File: config.mk
export PLATFORM = sky130hd
export DESIGN_NAME = wfq_cpu_port
export DESIGN_NICKNAME = d
export VERILOG_FILES = /design/src/logic/wfq_cfg_pkg.sv /design/src/logic/wfq_types_pkg.sv /design/src/logic/wfq_cpu_port.sv
export SDC_FILE = /design/constraint.sdc
export NUM_CORES = 1
export LEC_CHECK = 0
export ABC_AREA = 1
export ABC_CLOCK_PERIOD_IN_PS = 5260
export BUFFER_PORTS_ARGS = -buffer_cell sky130_fd_sc_hd__buf_2
export CAP_MARGIN = 5
export CORE_UTILIZATION = 40
export CTS_CLUSTER_DIAMETER = 100
export CTS_CLUSTER_SIZE = 8
export DETAILED_ROUTE_END_ITERATION = 10
export PLACE_DENSITY = 0.83
export SYNTH_ARGS = -nofsm -noshare
export SYNTH_HDL_FRONTEND = slang
export SYNTH_SLANG_ARGS = --single-unit
File: constraint.sdc
create_clock -name clk_cp -period 5.26 [get_ports clk_cp]
set_clock_uncertainty 0.2 [all_clocks]
set_input_delay 0.526 -clock clk_cp [delete_from_list [all_inputs] [get_ports clk_cp]]
set_output_delay 0.526 -clock clk_cp [all_outputs]
set_load 0.05 [all_outputs]
File: src/logic/wfq_cfg_pkg.sv
`default_nettype none

////////////////////////////////////////////////////////////////////////
// Field widths of the rank calculator
////////////////////////////////////////////////////////////////////////

package wfq_cfg_pkg;

    // Packet descriptor
    localparam int PKT_SIZE_W = 11;
    localparam int CLASS_W    = 5;
    localparam int PORT_SEL_W = 8;

    // Per-flow state
    localparam int WEIGHT_W   = 17;
    localparam int ROUND_W    = 17;
    localparam int EPOCH_W    = 2;
    localparam int VTIME_W    = EPOCH_W + ROUND_W;

    // Wide enough for 5 ports of 32 classes
    localparam int FLOW_ID_W  = 8;

    ////////////////////////////////////////////////////////////////////
    // Pipeline timing
    ////////////////////////////////////////////////////////////////////

    // One quotient bit per divider stage
    localparam int DIV_LATENCY  = PKT_SIZE_W;

    // Input register, divider, writeback register
    localparam int RANK_LATENCY = DIV_LATENCY + 2;

endpackage

`default_nettype wire

File: src/logic/wfq_types_pkg.sv
`default_nettype none

package wfq_types_pkg;

    import wfq_cfg_pkg::*;

    // Virtual time, read as one word for the add
    // or as epoch and round for the floor compare
    typedef union packed {
        logic [VTIME_W-1:0] word;
        struct packed {
            logic [EPOCH_W-1:0] epoch;
            logic [ROUND_W-1:0] round;
        } f;
    } vtime_u;

    // CPU access target
    typedef enum logic {
        SEL_WEIGHT = 1'b0,
        SEL_VTIME  = 1'b1
    } cpu_sel_e;

endpackage

`default_nettype wire

File: src/logic/wfq_cpu_port.sv
`timescale 1ns/100ps
`default_nettype none

module wfq_cpu_port
    import wfq_cfg_pkg::*;
    import wfq_types_pkg::*;
#(
    parameter int NUM_PORTS   = 5,
    parameter int NUM_CLASSES = 32
)
(
    input  wire                  clk_cp,
    input  wire                  rst,
    input  wire                  cpu_req_i,
    input  wire                  cpu_write_i,
    input  wire cpu_sel_e        cpu_sel_i,
    input  wire [FLOW_ID_W-1:0]  cpu_addr_i,
    input  wire [WEIGHT_W-1:0]   cpu_wdata_i,
    input  wire                  cpu_gnt_i,
    input  wire [VTIME_W-1:0]    tbl_rdata_i,
    output logic                 cpu_pending_o,
    output logic                 tbl_write_o,
    output cpu_sel_e             tbl_sel_o,
    output logic [FLOW_ID_W-1:0] tbl_addr_o,
    output logic [WEIGHT_W-1:0]  tbl_wdata_o,
    output logic                 cpu_ack_o,
    output logic [VTIME_W-1:0]   cpu_rdata_o
);

    localparam int NUM_FLOWS = NUM_PORTS * NUM_CLASSES;

    logic take;

    // New request only once the previous one is fully acknowledged
    assign take = cpu_req_i && !cpu_pending_o && !cpu_ack_o;

    always_ff @(posedge clk_cp)
    begin
        if (!rst)
        begin
            cpu_pending_o <= 1'b0;
            cpu_ack_o     <= 1'b0;
        end
        else
        begin
            cpu_ack_o <= cpu_gnt_i;
            if (cpu_gnt_i)
                cpu_pending_o <= 1'b0;
            else if (take)
                cpu_pending_o <= 1'b1;
        end
    end

    always_ff @(posedge clk_cp)
    begin
        if (take)
        begin
            tbl_write_o <= cpu_write_i;
            tbl_sel_o   <= cpu_sel_i;
            tbl_addr_o  <= cpu_addr_i;
            // Zero weight would stall the flow, store 1 instead
            tbl_wdata_o <= (cpu_wdata_i == '0) ? WEIGHT_W'(1) : cpu_wdata_i;
        end
    end

    // Table registers its read data in the grant cycle
    assign cpu_rdata_o = tbl_rdata_i;

    a_addr_range: assert property (@(posedge clk_cp) disable iff (!rst)
        cpu_pending_o |-> (tbl_addr_o < FLOW_ID_W'(NUM_FLOWS)))
        else $error("CPU address %0d beyond flow table", tbl_addr_o);

endmodule

`default_nettype wire

==> qor.yml <==
preCtsSetupSlack_ns: 3.60
synthCells: 89
drtIter0Drc: 7
grt_usage_pct: 13.9
die_h_um: 55.7
grt_pass1_vias: 657
fin_ws_ns: 3.56
cts.clk_slew.worst_paths_ns: 0.10
area_growth_pct: 16.4
holdPathStages: 2
max_slew_margin_pct: 77.5
netlist_area_um2: 1150
arrival_ns: 0.97
clk_latency_ns: 0.31
crit_chain: "buf_2"
wire_per_inst_um: 13.7
r2r-end: "tbl_sel_o"
synth_nets: 139
ir_worst_vdd_mv: 0.204
path_buf_inv: 1
postCtsResizedCells: 0
drt-pass1-iter-count: 4
whs_ns: 0.172
fin_util_pct: 49.1
dp_cells: 145
min_path_type: "in -> reg"
clock.fmax_mhz: 588
yosys_warnings: 0
layout-drive-gt1-share_pct: 54.9
ys_types: 10
io_pins: 98
cts_buffers: 5
antenna_found_initial: 0
start_util_pct: 42.2
crit_fanout: 3
cp-start-kind: "flop"
cpPeakStageDelay_ns: 0.38
worst_setup_path_end_kind: "output port"
grt_setup_unrepaired: "false"
wl_met1_um: 715
drtAntennaViolNets: 0
route.met3.wl_um: 305
r2r-start: "cpu_ack_o"
diodes: 0
layout_commonest_cell: "buf_2"
drv.max_cap_violation_count: 0
setup_viol: 0
die_w_um: 55.7
cts_setup_buffers: 0
cts.path.max_buffers: 2
cp_slowest_cell: "dfxtp_1"
numPortBuffers: 59
tightest_slew_ns: 0.337
drcViolationCount: 0
yosys_register_bits: 29
viasPerCell: 4.64
hold_path_end: "cpu_pending_o"
ctsRootBufferMaster: "clkbuf_4"
fin_cells: 153
power.total_mw: 0.470
avgSynthCellArea_um2: 12.9
layout.nets: 171
grt_pass1_wl_mm: 3.13
path_depth: 1
reg2reg_depth: 4
dpl.hpwl_mm: 1.65
grt_max_degree: 28
fin_crit_ns: 1.70
cts_htree_levels: 2
hold_start: "cpu_gnt_i"
die-area_um2: 3100
status: "complete, no violations"
crit_family: "flip-flops"
holdBufCountCts: 0
period_share_pct: 32.3
grt-ovfl-total: 0
routed_wl_mm: 2.10
power.density_nw_per_um2: 350
final.setup.tns_ns: 0
vias: 710
placedInstanceArea_um2: 1290
stdcell_area_um2: 1340
wl_met2_mm: 1.04
fillers: 258
core_um2: 2730
drv_slew: 0
clock_sinks: 29
synth-seq-area-share_pct: 73.8
required_ns: 4.53
r2r_setup_slack_ns: 3.87
layout_common_cells: "buf_2, edfxtp_1, nor2_1"
hold_viol_final: 0
critical_path_class: "reg -> out"
p_leak_nw: 0.599
topRoutingLayerUsed: "met4"
gp_congestion: 0.659
cts_tree: "done"
rows: 19
==> cell usage after synthesis <==
cell type / n / area, um2
edfxtp_1: 27 / 811
inv_1: 4 / 15.0
buf_4: 19 / 143
nor2_2: 1 / 6.26
dfxtp_1: 2 / 40.0
clkbuf_1: 16 / 60.1
nand3_1: 1 / 5.00
nand2_1: 7 / 26.3
nor2_1: 11 / 41.3
o21ai_1: 1 / 5.00
==> power by group <==
part	total [mW]	internal (mW)	switching [mW]
Clock	0.121	0.0482	0.0723
Combinational	0.0788	0.0184	0.0604
Sequential	0.271	0.268	0.00313
Total	0.470	0.334	0.136
==> flip-flops by register name (all words and copies together) (netlist names) <==
| register | cells |
|---|---|
| tbl_addr_o | 8 |
| tbl_write_o | 1 |
| cpu_ack_o | 1 |
| tbl_sel_o | 1 |
| cpu_pending_o | 1 |
| tbl_wdata_o | 17 |
==> kinds of logic after synthesis <==
group                  count (synthesis)  share of synthesized area, %
buffers and inverters                 39                          18.9
flip-flops                            29                          73.8
AND/OR/NAND/NOR                       20                          6.84
AO/OA/AOI/OAI                          1                         0.434
==> how the worst max path moves through the flow <==
stage                              from              to  slack, ns
after floorplan               cpu_ack_o   tbl_addr_o[0]       3.31
after global placement        cpu_req_i  tbl_wdata_o[3]       3.65
after detailed placement      cpu_req_i   tbl_addr_o[1]       3.60
after CTS                 cpu_pending_o   cpu_pending_o       3.54
after global routing      cpu_pending_o   cpu_pending_o       3.52
final                     cpu_pending_o   cpu_pending_o       3.56
==> layer usage <==
metal,up-vias,GRT usage (%)
met5,-,0
met4,0,7.14
met3,10,7.67
met2,58,23.1
met1,318,13.9
li1,324,-
==> layout make-up <==
cell class                      instances  area [um2]  area share [%]
Clock buffer                            5        37.5            2.80
Clock inverter                          3        12.5           0.933
Multi-Input combinational cell         21        83.8            6.25
Tap cell                               31        38.8            2.89
Timing Repair Buffer                   60         303            22.6
Inverter                                4        15.0            1.12
Sequential cell                        29         851            63.4
(Power assumes the default switching activity.)
