[config.mk]
export PLATFORM = sky130hd
export DESIGN_NAME = wfq_divider
export DESIGN_NICKNAME = d
export VERILOG_FILES = /design/src/logic/wfq_cfg_pkg.sv /design/src/logic/wfq_divider.sv
export SDC_FILE = /design/constraint.sdc
export NUM_CORES = 1
export LEC_CHECK = 0
export ABC_CLOCK_PERIOD_IN_PS = 6750
export BUFFER_PORTS_ARGS = -buffer_cell sky130_fd_sc_hd__buf_2
export CAP_MARGIN = 20
export CORE_MARGIN = 1
export CORE_UTILIZATION = 30
export DETAILED_ROUTE_END_ITERATION = 10
export SLEW_MARGIN = 10
export SYNTH_ARGS = -nofsm -noshare
export SYNTH_HDL_FRONTEND = slang
export SYNTH_SLANG_ARGS = --single-unit
[constraint.sdc]
create_clock -name clk_cp -period 6.75 [get_ports clk_cp]
set_input_delay 1.0125 -clock clk_cp [delete_from_list [all_inputs] [get_ports clk_cp]]
set_output_delay 1.0125 -clock clk_cp [all_outputs]
set_load 0.005 [all_outputs]
[src/logic/wfq_cfg_pkg.sv]
`default_nettype none

////////////////////////////////////////////////////////////////////////
// Field widths of the rank calculator
////////////////////////////////////////////////////////////////////////

package wfq_cfg_pkg;

    // Packet descriptor
    localparam int PKT_SIZE_W = 11;
    localparam int CLASS_W    = 5;
    localparam int PORT_SEL_W = 8;

    // Per-flow state
    localparam int WEIGHT_W   = 17;
    localparam int ROUND_W    = 17;
    localparam int EPOCH_W    = 2;
    localparam int VTIME_W    = EPOCH_W + ROUND_W;

    // Wide enough for 5 ports of 32 classes
    localparam int FLOW_ID_W  = 8;

    ////////////////////////////////////////////////////////////////////
    // Pipeline timing
    ////////////////////////////////////////////////////////////////////

    // One quotient bit per divider stage
    localparam int DIV_LATENCY  = PKT_SIZE_W;

    // Input register, divider, writeback register
    localparam int RANK_LATENCY = DIV_LATENCY + 2;

endpackage

`default_nettype wire

[src/logic/wfq_divider.sv]
`timescale 1ns/100ps
`default_nettype none

module wfq_divider
    import wfq_cfg_pkg::*;
(
    input  wire                  clk_cp,
    input  wire                  rst,
    input  wire                  start_i,
    input  wire [PKT_SIZE_W-1:0] size_i,
    input  wire [WEIGHT_W-1:0]   weight_i,
    input  wire [FLOW_ID_W-1:0]  flow_i,
    output logic                 valid_o,
    output logic [PKT_SIZE_W-1:0] quot_o,
    output logic [FLOW_ID_W-1:0] flow_o
);

    logic [DIV_LATENCY-1:0] vld_q;
    logic [PKT_SIZE_W-1:0]  rem_q  [DIV_LATENCY];
    // Dividend bits shift out at the top, quotient bits in at the bottom
    logic [PKT_SIZE_W-1:0]  num_q  [DIV_LATENCY];
    logic [WEIGHT_W-1:0]    den_q  [DIV_LATENCY];
    logic [FLOW_ID_W-1:0]   flow_q [DIV_LATENCY];

    // One restoring step, returns {remainder, shifted dividend/quotient}
    function automatic logic [2*PKT_SIZE_W-1:0] div_step(
        input logic [PKT_SIZE_W-1:0] rem,
        input logic [PKT_SIZE_W-1:0] num,
        input logic [WEIGHT_W-1:0]   den
    );
        logic [WEIGHT_W-1:0] trial;
        logic                fits;
        trial = WEIGHT_W'({rem, num[PKT_SIZE_W-1]});
        fits  = trial >= den;
        if (fits)
            trial = trial - den;
        // Partial remainder never exceeds the partial dividend
        return {trial[PKT_SIZE_W-1:0], num[PKT_SIZE_W-2:0], fits};
    endfunction

    always_ff @(posedge clk_cp)
    begin
        if (!rst)
            vld_q <= '0;
        else
            vld_q <= {vld_q[DIV_LATENCY-2:0], start_i};
    end

    always_ff @(posedge clk_cp)
    begin
        {rem_q[0], num_q[0]} <= div_step(PKT_SIZE_W'(0), size_i, weight_i);
        den_q[0]  <= weight_i;
        flow_q[0] <= flow_i;
        for (int s = 1; s < DIV_LATENCY; s++)
        begin
            {rem_q[s], num_q[s]} <= div_step(rem_q[s-1], num_q[s-1], den_q[s-1]);
            den_q[s]  <= den_q[s-1];
            flow_q[s] <= flow_q[s-1];
        end
    end

    assign valid_o = vld_q[DIV_LATENCY-1];
    assign quot_o  = num_q[DIV_LATENCY-1];
    assign flow_o  = flow_q[DIV_LATENCY-1];

endmodule

`default_nettype wire

==> flow_summary.rst <==
.. list-table::
   :header-rows: 1

   * - Metric
     - Value
   * - Placeable Area
     - approximately 56000 sq um
   * - First-pass iteration count of the detailed router
     - 4
   * - Total routing resource utilization after global routing
     - between 10% and 20%
   * - Dominant combinational cell family by area after synthesis
     - adder cells
   * - Number of buffers inserted by hold repair at cts
     - 0
   * - Gpl congestion
     - between 0.8 and 0.9
   * - Number of unique standard cell types used by synthesis
     - 66
   * - Clock Sinks
     - 500
   * - Filler cell count
     - 5483
   * - Post-route setup TNS
     - 0 ns
   * - Worst slew pin tran
     - ~1.1 ns
   * - Post-DR vias/cell
     - 4.31
   * - Average routed wire per standard cell
     - ~12 microns
   * - Final-stage net count
     - roughly 1700
   * - Sort of element at the end of the critical path
     - flip-flop
   * - Clk_skew
     - ~0.014 ns
   * - Via count of the first global-routing pass
     - around 10000
   * - Total number of placement rows
     - 86
   * - Sequential share of the synthesized area
     - about three fifths
   * - Critical-path top delay cell
     - sky130_fd_sc_hd__a21boi_2
   * - Number of remaining DRC errors
     - 0
   * - Global-route wire length before repair
     - roughly 47 mm
   * - Fmax
     - 346 MHz
   * - Status
     - finished clean
   * - Die Y-Extent
     - roughly 240 microns
   * - Adder and majority cell fraction of the synthesized area
     - 10.1%
   * - Ratio of final minimum period to clock period
     - 42.8%
   * - Total via count after detailed routing
     - 10017
   * - Multiplexer share of the synthesized area
     - between 6 and 7%
   * - Count of instances resized after the clock tree is built
     - 0
   * - Maximum VDD drop
     - ~0.19 mV
   * - Number of maximum-capacitance violations
     - 0
   * - Clock transition time at the flip-flop clock pins of the worst setup and hold paths
     - about 0.060 ns
   * - Clk_lat worst skew
     - 0.59 ns
   * - Synth Net Count
     - 1618
   * - Endpoint arrival time on the critical path
     - ~3.4 ns
   * - Required time worst endpoint
     - between 7 and 8 ns
   * - Pin count of the biggest net entering global routing
     - 15
   * - Total length of routed wires
     - around 28 mm
   * - Kind of start point of the critical path
     - flip-flop
   * - Clock tree root buffer cell
     - sky130_fd_sc_hd__clkbuf_16
   * - Number of failing hold endpoints at the final stage
     - 0
   * - Area of the die
     - around 57000 sq um
   * - Remaining Overflow, GRT
     - 0
   * - Highest-count cells in the layout ignoring fill and taps
     - sky130_fd_sc_hd__dfxtp_1 (500), sky130_fd_sc_hd__inv_1 (158), sky130_fd_sc_hd__ha_1 (122), sky130_fd_sc_hd__mux2_2 (63), sky130_fd_sc_hd__buf_2 (58)
   * - Fraction of the core area covered by cells at the end of the flow
     - about 36%
   * - Kind of critical path
     - flip-flop to flip-flop
   * - Synth Cell Area
     - 17000 sq um
   * - Sequential cell area in the final layout
     - ~10000 sq um
   * - Setup Fix Bufs, Post-CTS
     - 0
   * - Number of clock buffers inserted by TritonCTS
     - 53
   * - Unrepaired setup endpoints after global routing
     - false
   * - Initial antenna violation count
     - 0
   * - Count of final max-slew check failures
     - 0
   * - Depth of the CTS H-tree
     - 2
   * - Post-Synthesis Cells
     - roughly 1400
   * - Die width
     - between 200 and 250 microns
   * - Clock tree from TritonCTS
     - yes
   * - Async S/R FF share, synth
     - 0%
   * - Min Clock Period, post-route
     - between 2 and 3 ns
   * - HPWL after detailed placement
     - 20.8 mm
   * - Register bit total from synthesis
     - 500
   * - Number of warnings reported in the yosys synthesis log
     - 0
   * - N_diodes
     - 0
   * - Area fraction in compound gates after synthesis
     - under 10%
   * - Leading cell type in the layout, fill and taps excluded
     - sky130_fd_sc_hd__dfxtp_1
   * - Starting density of the core
     - a little under a third
   * - Number of enable flip-flop cells after synthesis
     - 0
   * - Mean post-synth cell area
     - 11.7 sq um
   * - Layout cell share with drive strength beyond 1
     - 14.8%
   * - Min-Delay Path Class
     - flip-flop to flip-flop
   * - Cells along the critical path
     - inv_1, ha_1, and3_1, a211oi_1, o21ai_0, a21boi_2, mux2_2
   * - Final Setup Violations
     - 0
   * - Post-detailed-route count of antenna-violating nets
     - 0
   * - Multi-input gate area in the final layout
     - 6160 sq um
   * - # IOs
     - 59
   * - Initial drt markers
     - ~250
   * - Headroom to the max-slew limit
     - a little under 30%
   * - Deepest clock path buffer count
     - 3
   * - XOR/XNOR share of the synthesized area
     - under 10%
   * - Layout area overhead
     - 17.1%
   * - CP max stage delay
     - approximately 0.66 ns
   * - Leakage
     - roughly 8.9 nW
   * - IO Port Bufs
     - 58
   * - Synth Flop Type
     - sky130_fd_sc_hd__dfxtp_1
   * - Area share of and/or/nand/nor cells after synthesis
     - 7.55%
   * - Critical-path maximum fanout
     - 11
   * - Power density of the placed cells
     - 326 nW/um^2
path summary, 6_finish.rpt:
check              start         end  slack, ns  cells after the start
max          den_q[1][3]   rem_q[98]       3.86                      7
min           num_q[118]  num_q[108]       0.32                      0
max reg2reg  den_q[1][3]   rem_q[98]       3.86                      7
min reg2reg   num_q[118]  num_q[108]       0.32                      0
final cells by class:
cell class / count / share of cell area (%)
clock inverter: 26 / 1.59
multi-input combinational: 757 / 31.0
timing repair buffer: 61 / 1.59
clock buffer: 72 / 7.70
sequential: 500 / 50.4
tap: 748 / 4.71
inverter: 158 / 2.99
through the flow:
| stage | power (mW) | std cells | area, sq um | hold slack, ns | setup slack [ns] |
|---|---|---|---|---|---|
| 3_5_place_dp | 3.55 | 2223 | 18000 | 0.312 | 3.85 |
| 2_1_floorplan | 3.45 | 1448 | 17000 | 0.310 | 4.29 |
| 4_1_cts | 6.59 | 2321 | 19900 | 0.319 | 3.83 |
| 3_3_place_gp | 3.53 | 2222 | 18000 | 0.310 | 3.81 |
| 5_1_grt | 6.78 | 2322 | 19900 | 0.327 | 3.67 |
| 6_report | 6.47 | 2322 | 19900 | 0.322 | 3.86 |
power by group:
part / total [mW] / switching (mW) / leakage, nW / internal, mW
clock network: 2.98 / 1.16 / 0.886 / 1.82
registers: 3.12 / 0.0502 / 4.17 / 3.07
logic: 0.362 / 0.194 / 3.88 / 0.168
cell families (layout without fill, tap and decap cells):
| kind of cell | count (synthesis) | count (layout) |
|---|---|---|
| DFF | 500 | 500 |
| and+or+nand+nor | 246 | 246 |
| AOI/OAI and AO/OA | 213 | 213 |
| buffers and inverters | 191 | 317 |
| adders and majority gates | 131 | 131 |
| muxes | 96 | 96 |
| xor gates and xnor gates | 71 | 71 |
layer usage:
metal / global-route usage [%] / part of all wire, % / vias up
met2: 17.8 / 49 / 151
met1: 10.7 / 42 / 4631
met4: 6.14 / 4.7 / 0
met5: 0 / 0 / -
met3: 2.42 / 4.0 / 99
li1: - / - / 5136
registers in the layout (all words and copies together), names as in the netlist:
signal and cells:
den_q 170, flow_q 88, num_q 110, quot_o 11, rem_q 110, vld_q 11
worst max-delay path: cells and delay by family (launching register included):
family          cells  cell delay [ns]
compound gates      3             1.44
fa+ha+maj           1             0.34
buf+inv             1             0.04
flops               1             0.32
mux                 1             0.42
simple gates        1             0.21
Yosys cell counts (12+ instances only):
| cell type | instances | share of area, % |
|---|---|---|
| sky130_fd_sc_hd__ha_1 | 122 | 9.0 |
| sky130_fd_sc_hd__nand2_1 | 34 | 0.75 |
| sky130_fd_sc_hd__o21ai_0 | 20 | 0.59 |
| sky130_fd_sc_hd__a21o_1 | 28 | 1.2 |
| sky130_fd_sc_hd__inv_1 | 158 | 3.5 |
| sky130_fd_sc_hd__buf_4 | 12 | 0.53 |
| sky130_fd_sc_hd__a31oi_1 | 16 | 0.59 |
| sky130_fd_sc_hd__o21a_1 | 16 | 0.71 |
| sky130_fd_sc_hd__nor2_1 | 57 | 1.3 |
| sky130_fd_sc_hd__nor2b_1 | 16 | 0.59 |
| sky130_fd_sc_hd__nand4_1 | 16 | 0.59 |
| sky130_fd_sc_hd__nor3_1 | 23 | 0.68 |
| sky130_fd_sc_hd__and2_1 | 14 | 0.52 |
| sky130_fd_sc_hd__mux2i_1 | 26 | 1.5 |
| sky130_fd_sc_hd__xor2_1 | 23 | 1.2 |
| sky130_fd_sc_hd__xnor2_1 | 48 | 2.5 |
| sky130_fd_sc_hd__dfxtp_1 | 500 | 59 |
| sky130_fd_sc_hd__nand3_1 | 37 | 1.1 |
| sky130_fd_sc_hd__a21oi_1 | 52 | 1.5 |
| sky130_fd_sc_hd__mux2_2 | 63 | 4.2 |
No activity file was read; power rests on OpenSTA's default activity.
