$ cat src/logic/wfq_cfg_pkg.sv
`default_nettype none

////////////////////////////////////////////////////////////////////////
// Field widths of the rank calculator
////////////////////////////////////////////////////////////////////////

package wfq_cfg_pkg;

    // Packet descriptor
    localparam int PKT_SIZE_W = 11;
    localparam int CLASS_W    = 5;
    localparam int PORT_SEL_W = 8;

    // Per-flow state
    localparam int WEIGHT_W   = 17;
    localparam int ROUND_W    = 17;
    localparam int EPOCH_W    = 2;
    localparam int VTIME_W    = EPOCH_W + ROUND_W;

    // Wide enough for 5 ports of 32 classes
    localparam int FLOW_ID_W  = 8;

    ////////////////////////////////////////////////////////////////////
    // Pipeline timing
    ////////////////////////////////////////////////////////////////////

    // One quotient bit per divider stage
    localparam int DIV_LATENCY  = PKT_SIZE_W;

    // Input register, divider, writeback register
    localparam int RANK_LATENCY = DIV_LATENCY + 2;

endpackage

`default_nettype wire

$ cat src/logic/wfq_types_pkg.sv
`default_nettype none

package wfq_types_pkg;

    import wfq_cfg_pkg::*;

    // Virtual time, read as one word for the add
    // or as epoch and round for the floor compare
    typedef union packed {
        logic [VTIME_W-1:0] word;
        struct packed {
            logic [EPOCH_W-1:0] epoch;
            logic [ROUND_W-1:0] round;
        } f;
    } vtime_u;

    // CPU access target
    typedef enum logic {
        SEL_WEIGHT = 1'b0,
        SEL_VTIME  = 1'b1
    } cpu_sel_e;

endpackage

`default_nettype wire

$ cat src/logic/wfq_rank_pipe.sv
`timescale 1ns/100ps
`default_nettype none

module wfq_rank_pipe
    import wfq_cfg_pkg::*;
    import wfq_types_pkg::*;
#(
    parameter int NUM_PORTS   = 5,
    parameter int NUM_CLASSES = 32
)
(
    input  wire                          clk_cp,
    input  wire                          rst,
    input  wire                          pkt_valid_i,
    input  wire [PORT_SEL_W-1:0]         pkt_port_i,
    input  wire [CLASS_W-1:0]            pkt_class_i,
    input  wire [PKT_SIZE_W-1:0]         pkt_size_i,
    input  wire                          deq_valid_i,
    input  wire [$clog2(NUM_PORTS)-1:0]  deq_port_i,
    input  wire [VTIME_W-1:0]            deq_vtime_i,
    input  wire                          div_valid_i,
    input  wire [PKT_SIZE_W-1:0]         div_quot_i,
    input  wire [FLOW_ID_W-1:0]          div_flow_i,
    input  wire [WEIGHT_W-1:0]           tbl_weight_i,
    input  wire [VTIME_W-1:0]            tbl_vtime_i,
    output logic                         div_start_o,
    output logic [PKT_SIZE_W-1:0]        div_size_o,
    output logic [WEIGHT_W-1:0]          div_weight_o,
    output logic [FLOW_ID_W-1:0]         div_flow_o,
    output logic [FLOW_ID_W-1:0]         tbl_rd_flow_o,
    output logic [FLOW_ID_W-1:0]         tbl_wb_flow_o,
    output logic                         tbl_wb_en_o,
    output logic [VTIME_W-1:0]           tbl_wb_vtime_o,
    output logic                         pipe_rd_busy_o,
    output logic                         pipe_wb_busy_o,
    output logic                         rank_valid_o,
    output logic [VTIME_W-1:0]           rank_o,
    output logic [FLOW_ID_W-1:0]         rank_flow_o
);

    localparam int PORT_W = $clog2(NUM_PORTS);

    logic [PORT_W-1:0]     port_id;
    logic [FLOW_ID_W-1:0]  flow_id;
    logic                  s1_valid;
    logic [FLOW_ID_W-1:0]  s1_flow;
    logic [PKT_SIZE_W-1:0] s1_size;
    vtime_u                floor_q [NUM_PORTS];
    logic [PORT_W-1:0]     wb_port;
    vtime_u                flow_t;
    vtime_u                floor_t;
    vtime_u                start_t;
    vtime_u                next_t;
    logic                  floor_ahead;

    ////////////////////////////////////////////////////////////////////
    // Flow mapping
    ////////////////////////////////////////////////////////////////////

    always_comb
    begin
        case (pkt_port_i)
            8'h01:   port_id = PORT_W'(0);
            8'h04:   port_id = PORT_W'(1);
            8'h10:   port_id = PORT_W'(2);
            8'h40:   port_id = PORT_W'(3);
            // Anything else goes to the CPU port
            default: port_id = PORT_W'(NUM_PORTS - 1);
        endcase
        flow_id = FLOW_ID_W'(port_id) * FLOW_ID_W'(NUM_CLASSES) + FLOW_ID_W'(pkt_class_i);
    end

    always_ff @(posedge clk_cp)
    begin
        if (!rst)
            s1_valid <= 1'b0;
        else
            s1_valid <= pkt_valid_i;
    end

    always_ff @(posedge clk_cp)
    begin
        s1_flow <= flow_id;
        s1_size <= pkt_size_i;
    end

    // Weight read straight into the divider
    assign tbl_rd_flow_o  = s1_flow;
    assign div_start_o    = s1_valid;
    assign div_size_o     = s1_size;
    assign div_weight_o   = tbl_weight_i;
    assign div_flow_o     = s1_flow;
    assign pipe_rd_busy_o = pkt_valid_i;

    // Dequeue floors, visible from the next cycle on
    always_ff @(posedge clk_cp)
    begin
        if (!rst)
        begin
            for (int p = 0; p < NUM_PORTS; p++)
                floor_q[p] <= '0;
        end
        else if (deq_valid_i && deq_port_i < PORT_W'(NUM_PORTS))
        begin
            floor_q[deq_port_i] <= deq_vtime_i;
        end
    end

    ////////////////////////////////////////////////////////////////////
    // Writeback
    ////////////////////////////////////////////////////////////////////

    always_comb
    begin
        wb_port      = PORT_W'(div_flow_i / FLOW_ID_W'(NUM_CLASSES));
        flow_t.word  = tbl_vtime_i;
        floor_t      = floor_q[wb_port];
        // Floor one epoch ahead, or same epoch with a later round
        floor_ahead  = (floor_t.f.epoch == flow_t.f.epoch + EPOCH_W'(1)) ||
                       (floor_t.f.epoch == flow_t.f.epoch &&
                        floor_t.f.round > flow_t.f.round);
        start_t      = floor_ahead ? floor_t : flow_t;
        // Round carry spills into the epoch
        next_t.word  = start_t.word + VTIME_W'(div_quot_i);
    end

    assign tbl_wb_en_o    = div_valid_i;
    assign tbl_wb_flow_o  = div_flow_i;
    assign tbl_wb_vtime_o = next_t.word;
    assign pipe_wb_busy_o = div_valid_i;

    always_ff @(posedge clk_cp)
    begin
        if (!rst)
            rank_valid_o <= 1'b0;
        else
            rank_valid_o <= div_valid_i;
    end

    always_ff @(posedge clk_cp)
    begin
        rank_o      <= next_t.word;
        rank_flow_o <= div_flow_i;
    end

    a_div_has_start: assert property (@(posedge clk_cp) disable iff (!rst)
        div_valid_i |-> $past(div_start_o, DIV_LATENCY))
        else $error("Divider result without a matching start");

endmodule

`default_nettype wire

$ cat config.mk
export PLATFORM = sky130hd
export DESIGN_NAME = wfq_rank_pipe
export DESIGN_NICKNAME = d
export VERILOG_FILES = /design/src/logic/wfq_cfg_pkg.sv /design/src/logic/wfq_types_pkg.sv /design/src/logic/wfq_rank_pipe.sv
export SDC_FILE = /design/constraint.sdc
export NUM_CORES = 1
export LEC_CHECK = 0
export BUFFER_PORTS_ARGS = -buffer_cell sky130_fd_sc_hd__buf_4
export CAP_MARGIN = 20
export CORE_AREA = 2 2 154 156
export CTS_BUF_LIST = sky130_fd_sc_hd__clkbuf_8
export DETAILED_ROUTE_END_ITERATION = 10
export DIE_AREA = 0 0 156 158
export PLACE_DENSITY = 0.71
export SKIP_CTS_REPAIR_TIMING = 1
export SLEW_MARGIN = 40
export SYNTH_ARGS = -nofsm -noshare
export SYNTH_HDL_FRONTEND = slang
export SYNTH_SLANG_ARGS = --single-unit
$ cat constraint.sdc
create_clock -name clk_cp -period 7.9 [get_ports clk_cp]
set_clock_uncertainty 0.1 [all_clocks]
set_input_delay 0.395 -clock clk_cp [delete_from_list [all_inputs] [get_ports clk_cp]]
set_output_delay 0.395 -clock clk_cp [all_outputs]
set_load 0.02 [all_outputs]
==> results of run 1 <==
where the power goes:
group | internal [W] | switching, W | leakage [nW]
clock | 0.000261 | 0.000365 | 0.198
sequential | 0.00123 | 0.0000254 | 1.87
combinational | 0.000306 | 0.000371 | 2.50
total | 0.00180 | 0.000762 | 4.57
worst reg2reg max path: cells and delay by family (launching register included):
family	cells	cell delay, ps
AO/OA/AOI/OAI	9	2200
adder cells (fa/ha/maj)	2	660
buffers and inverters	3	670
flip-flops	1	380
multiplexers	4	1460
AND/OR/NAND/NOR	5	850
state kept, by name, summed over array words and instances, names as in the netlist:
| name | count |
|---|---|
| div_size_o | 11 |
| rank_flow_o | 8 |
| div_flow_o | 8 |
| div_start_o | 1 |
| rank_o | 19 |
| floor_q | 152 |
| rank_valid_o | 1 |
cell families after synthesis:
| group | Yosys count | share of synthesized area, % |
|---|---|---|
| flip-flops | 200 | 60.6 |
| AND/OR/NAND/NOR | 173 | 10.8 |
| buffers and inverters | 83 | 5.17 |
| multiplexers | 72 | 13.7 |
| AO/OA/AOI/OAI | 50 | 3.54 |
| adder cells (fa/ha/maj) | 29 | 4.06 |
| XOR/XNOR | 22 | 2.11 |
| other | 1 | 0.0411 |
stage by stage:
stage | cells | area (µm²)
2_1_floorplan | 686 | 9330
3_3_place_gp | 1105 | 10700
3_5_place_dp | 1106 | 10800
4_1_cts | 1138 | 11100
5_1_grt | 1162 | 11400
6_report | 1163 | 11400
metal layers:
metal  share of wire, %  vias up
met5                  0        -
met4                1.5        0
met3                8.3       21
met2                 49      232
met1                 42     2682
li1                   -     2688
area by class of cell:
class	count	share of cell area, %
sequential	200	48.5
multi-input combinational	403	29.5
clock inverter	14	1.07
timing repair buffer	211	14.7
clock buffer	18	2.18
inverter	26	0.857
antenna	1	0.0220
tap	290	3.19
path summary, 6_finish.rpt:
path,from,end
min reg2reg,floor_q[2][14]$_SDFFCE_PN0P_,rank_o[14]$_DFF_P_
max,div_flow_i[5],tbl_wb_vtime_o[18]
min,pkt_port_i[2],div_flow_o[6]$_DFF_P_
max reg2reg,floor_q[3][11]$_SDFFCE_PN0P_,rank_o[18]$_DFF_P_
cells in the mapped netlist, drive strengths merged, types with 2 or more instances:
cell / number / area share (%)
edfxtp: 152 / 50
and2: 98 / 6.7
dfxtp: 48 / 11
buf: 44 / 3.6
mux4: 38 / 9.4
ha: 28 / 3.8
inv: 26 / 1.1
mux2: 24 / 3.0
nor2: 21 / 0.86
xnor2: 18 / 1.7
o21ai: 17 / 0.93
a21oi: 15 / 0.82
clkbuf: 13 / 0.54
nand2: 12 / 0.49
nand3: 11 / 0.60
mux2i: 10 / 1.3
nand4: 7 / 0.48
nor3: 7 / 0.38
nand2b: 6 / 0.41
nor4: 6 / 0.41
xor2: 4 / 0.38
a211oi: 3 / 0.25
a2111o: 2 / 0.25
nand3b: 2 / 0.16
o211ai: 2 / 0.16
==> metrics, run 1 <==
status finished clean; CP Capture Type output pin; flops & latches, synth 200; root buf cell clkbuf_8; utilization after layout 49.4%; antenna violations before repair 1; CP peak stage delay about 540 ps; worst path arrival time roughly 6900 ps; Slowest-stage cell, CP mux4_2; hold path cells 2; Post-synth EDFFs between 150 and 200; most used cell, CP buf_4; setup slack after layout approximately 560 ps; multi-input logic area 3360 µm²; Via density just under 5; Hold Crit Class primary input to flop; CTS buffer count 17; Mean Syn Cell Area around 14 µm²; PortBufs around 170; worst-skew pair later-pin latency 460 ps; total die area 24,600 µm²; CTS Buffer Depth 2; flop2flop setup slack ~1500 ps; clk sink count 200; ANT nets after route 0; DP Wirelength ~13,000 µm; fillers just under 2,000; vias in the first global route 5,606; synthesized cell area about 9100 µm²; total power between 0.002 and 0.003 W; largest net degree at the start of global routing 24; GRT busiest layer met2; ratio of cells with drive above 1 in the final layout 32.8%; CTS tree yes; number of cells produced by synthesis 630; Seq/Total Area, Yosys about three fifths; CP required roughly 7400 ps; Syn-to-layout area delta 24.8%; Place WS roughly 430 ps; DR WL/cell roughly 17 µm; most frequent cells in the layout buf_4 (184), edfxtp_1 (152), and2_1 (98); final worst-path cycle share a little over 90%; die span in x about 160 µm; initial core utilization about two fifths; Placeable Area around 23,000 µm²; CP max FO 21; WP buf/inv 6; Worst-Margin Slew about 700 ps; Fmax roughly 140 MHz; Setup crit start kind primary input; GPL Wtd Cong 0.849; H-tree levels 4; synth unique cells 48; VDD IR-drop max approximately 0.1 mV; LEAKAGE 4.57 nW; met2 Use GR between 20% and 30%; Slew Limit Fails 0; first-pass GRT wire length between 20,000 and 30,000 µm; fin nets 994; Final min period about 7300 ps; Top delay family on crit path compound AO/OA/AOI/OAI gates; Async SR Flop Fraction 0%; row cnt 56; setup violators final 0; Total Routed Length around 19,000 µm; die outline height 158 µm; most common cell after layout, fill and taps aside buf_4; register area ~5500 µm²; Fin. Hold Viols 0; # IOs between 200 and 250; Post-Route Setup TNS 0 ps; total grt overflow 0; Slew headroom between 50% and 60%; initial drt markers 310; Main synth FF type edfxtp_1; Synth Warn # 0; number of max-cap violations 0; routed vias ~5,600; Levels on crit path 26; RSZ-0062 raised after global routing no; drt first pass iters 4; GR Util met1 between 10% and 20%; grt met3 use 4.33%; PD cells between 200 and 250 nW/µm²; Reg clk slew, reported paths around 90 ps; WHS slightly below 40 ps; reg2reg path depth 23; Setup CP Type primary input to output pin; # DRC 0; gr usage total about 16%
No activity file was read; power rests on OpenSTA's default activity.
==> run 2: changes to the inputs <==
- CORE_AREA: 2 2 154 156 -> 2 2 184 186
- DIE_AREA: 0 0 156 158 -> 0 0 186 188
- PLACE_DENSITY: 0.71 -> 0.56
==> run 2 against run 1 <==
  * Sequential share of layout area decreased by 1.2 points
  * Clock-buffer cell count shrank 1
  * Via count is essentially flat
  * Clock power grew 3.5%
  * Hold slack worse by 4.3 ps
  * Design area is 2.5% higher
  * Power grew 1.4%
  * Die area increased by 42%
  * Largest power group unchanged
==> metrics, run 2 (same netlist as run 1, synthesis figures left out) <==
Fin. Hold Viols 0 (unchanged); r2r startpoint floor_q[7][14]$_DFFE_PP_; # DRC 0 (unchanged); ANT nets after route 0 (unchanged); final worst-path cycle share 90.6% (-2.3 points); CTS tree yes; Total Routed Length 21,500 µm (+11%); Slew Limit Fails 0 (unchanged); H-tree levels 4 (unchanged); Worst-Margin Slew 713 ps (+9.18 ps); die outline height 188 µm (+19%); largest net degree at the start of global routing 25 (+4.2%); CTS Buffer Depth 2 (unchanged); initial core utilization 27.5% (-12 points); ratio of cells with drive above 1 in the final layout 33.3% (+0.54 points); Worst Setup SP div_flow_i[5]; die span in x 186 µm (+19%); worst-skew pair later-pin latency 490 ps (+30 ps); status finished clean; number of max-cap violations 0 (unchanged); PD cells 223 nW/µm² (-1.1%); clk sink count 200 (unchanged); Final min period 7160 ps (-180 ps); multi-input logic area 3380 µm² (+0.71%); Clk pwr share 24.9% (+0.5 points); Fmax 140 MHz (+2.5%); internal power 0.00178 W (-1.2%); gr usage total 12.4% (-3.5 points); sequential power share 48.5% (-0.6 points); max reg flops 152 (unchanged); CP max FO 15 (-29%); switch share 31.4% (+1.7 points); fillers 3,236 (+64%); row cnt 67 (+20%); fin nets 998 (+0.40%); Post-Route Setup TNS 0 ps (unchanged); CP required 7400 ps (about the same); VDD IR-drop max 0.112 mV (+12%); Biggest register floor_q; CP Capture Type output pin; min-delay src pkt_valid_i; Slew headroom 52.0% (-0.62 points); drt first pass iters 4 (unchanged); Placeable Area 33,100 µm² (+44%); total die area 35,000 µm² (+42%); routed vias 5,618 (-0.089%); RSZ-0062 raised after global routing no; first-pass GRT wire length 31,900 µm (+9.1%); worst path arrival time 6670 ps (-180 ps); Via density 4.24 (-12%); Reg clk slew, reported paths 100 ps (about the same); CTS buffer count 17 (unchanged); Setup CP Type primary input to output pin; initial drt markers 280 (-9.7%); LEAKAGE 4.60 nW (+0.64%); WHS 34.2 ps (-4.31 ps); register area 5530 µm² (unchanged); GPL Wtd Cong 0.801 (-5.7%); most frequent cells in the layout buf_4 (185), edfxtp_1 (152), and2_1 (98); Setup crit start kind primary input; Hold Crit Class primary input to flop; most common cell after layout, fill and taps aside buf_4; part of the power in combinational logic 26.6% (+0.2 points); DP Wirelength 14,900 µm (+11%); setup violators final 0 (unchanged); DR WL/cell 16.2 µm (-2.2%); antenna violations before repair 3 (+2); root buf cell clkbuf_8; Syn-to-layout area delta 28.0%; # IOs 209 (unchanged); PortBufs 174 (unchanged); total grt overflow 0 (unchanged); Psw 0.000817 W (+7.3%); vias in the first global route 5,632 (+0.46%)
==> run 2: power groups by stage <==
stage / Combinational, W / Sequential [W] / Clock, W
detailed placement: 0.000683 / 0.00129 / 0
global route: 0.000757 / 0.00127 / 0.000717
finish: 0.000690 / 0.00126 / 0.000648
CTS: 0.000685 / 0.00126 / 0.000680
global placement: 0.000678 / 0.00128 / 0
floorplan: 0.000360 / 0.00134 / 0
==> run 2: layout make-up <==
class / instances / area share (%)
flip-flops and latches: 200 / 47.3
multi-input cells: 403 / 29.0
repair buffers: 215 / 14.7
well taps: 448 / 4.80
clock buffers: 17 / 2.00
clock inverters: 15 / 1.32
inverters: 26 / 0.836
diodes: 1 / 0.0214
==> run 2: metrics by stage <==
stage	setup slack, ps	total power [W]	util [%]	std cells	instance area [µm²]
floorplan	444	0.00170	-	686	9330
global placement	653	0.00196	33.1	1264	11000
detailed placement	540	0.00197	33.2	1265	11000
CTS	417	0.00263	34.4	1297	11400
global route	65.4	0.00275	35.2	1324	11700
finish	739	0.00260	35.2	1325	11700
==> run 2: routing by layer <==
| metal | vias up | GRT usage, % | share of wire, % |
|---|---|---|---|
| li1 | 2691 | - | - |
| met1 | 2721 | 15.6 | 43 |
| met2 | 185 | 20.1 | 48 |
| met3 | 17 | 4.31 | 7.3 |
| met4 | 4 | 3.60 | 1.1 |
| met5 | - | 0 | 0.11 |
==> run 2: path summary, 6_finish.rpt <==
kind | endpoint | slack (ps) | cells past startpoint
min | div_start_o$_SDFF_PN0_ | 30 | 2
max | tbl_wb_vtime_o[18] | 740 | 27
max reg2reg | rank_o[18]$_DFF_P_ | 1710 | 24
min reg2reg | rank_o[12]$_DFF_P_ | 910 | 5
==> run 2: critical path: stages <==
cell	delay [ps]
buf_4	260
buf_4	300
mux4_2	520
mux2i_1	180
inv_1	100
ha_1	310
a21oi_1	150
o21ai_0	160
a2111o_1	380
o221ai_1	210
a211oi_1	110
a311o_2	470
nor2_1	120
a21oi_1	50
ha_1	230
fa_1	410
a21oi_1	220
o211ai_1	190
o41ai_4	310
nor2_1	110
a2111oi_1	360
buf_4	210
nor3_1	60
mux2_4	290
o211ai_1	180
o221a_1	220
buf_4	140
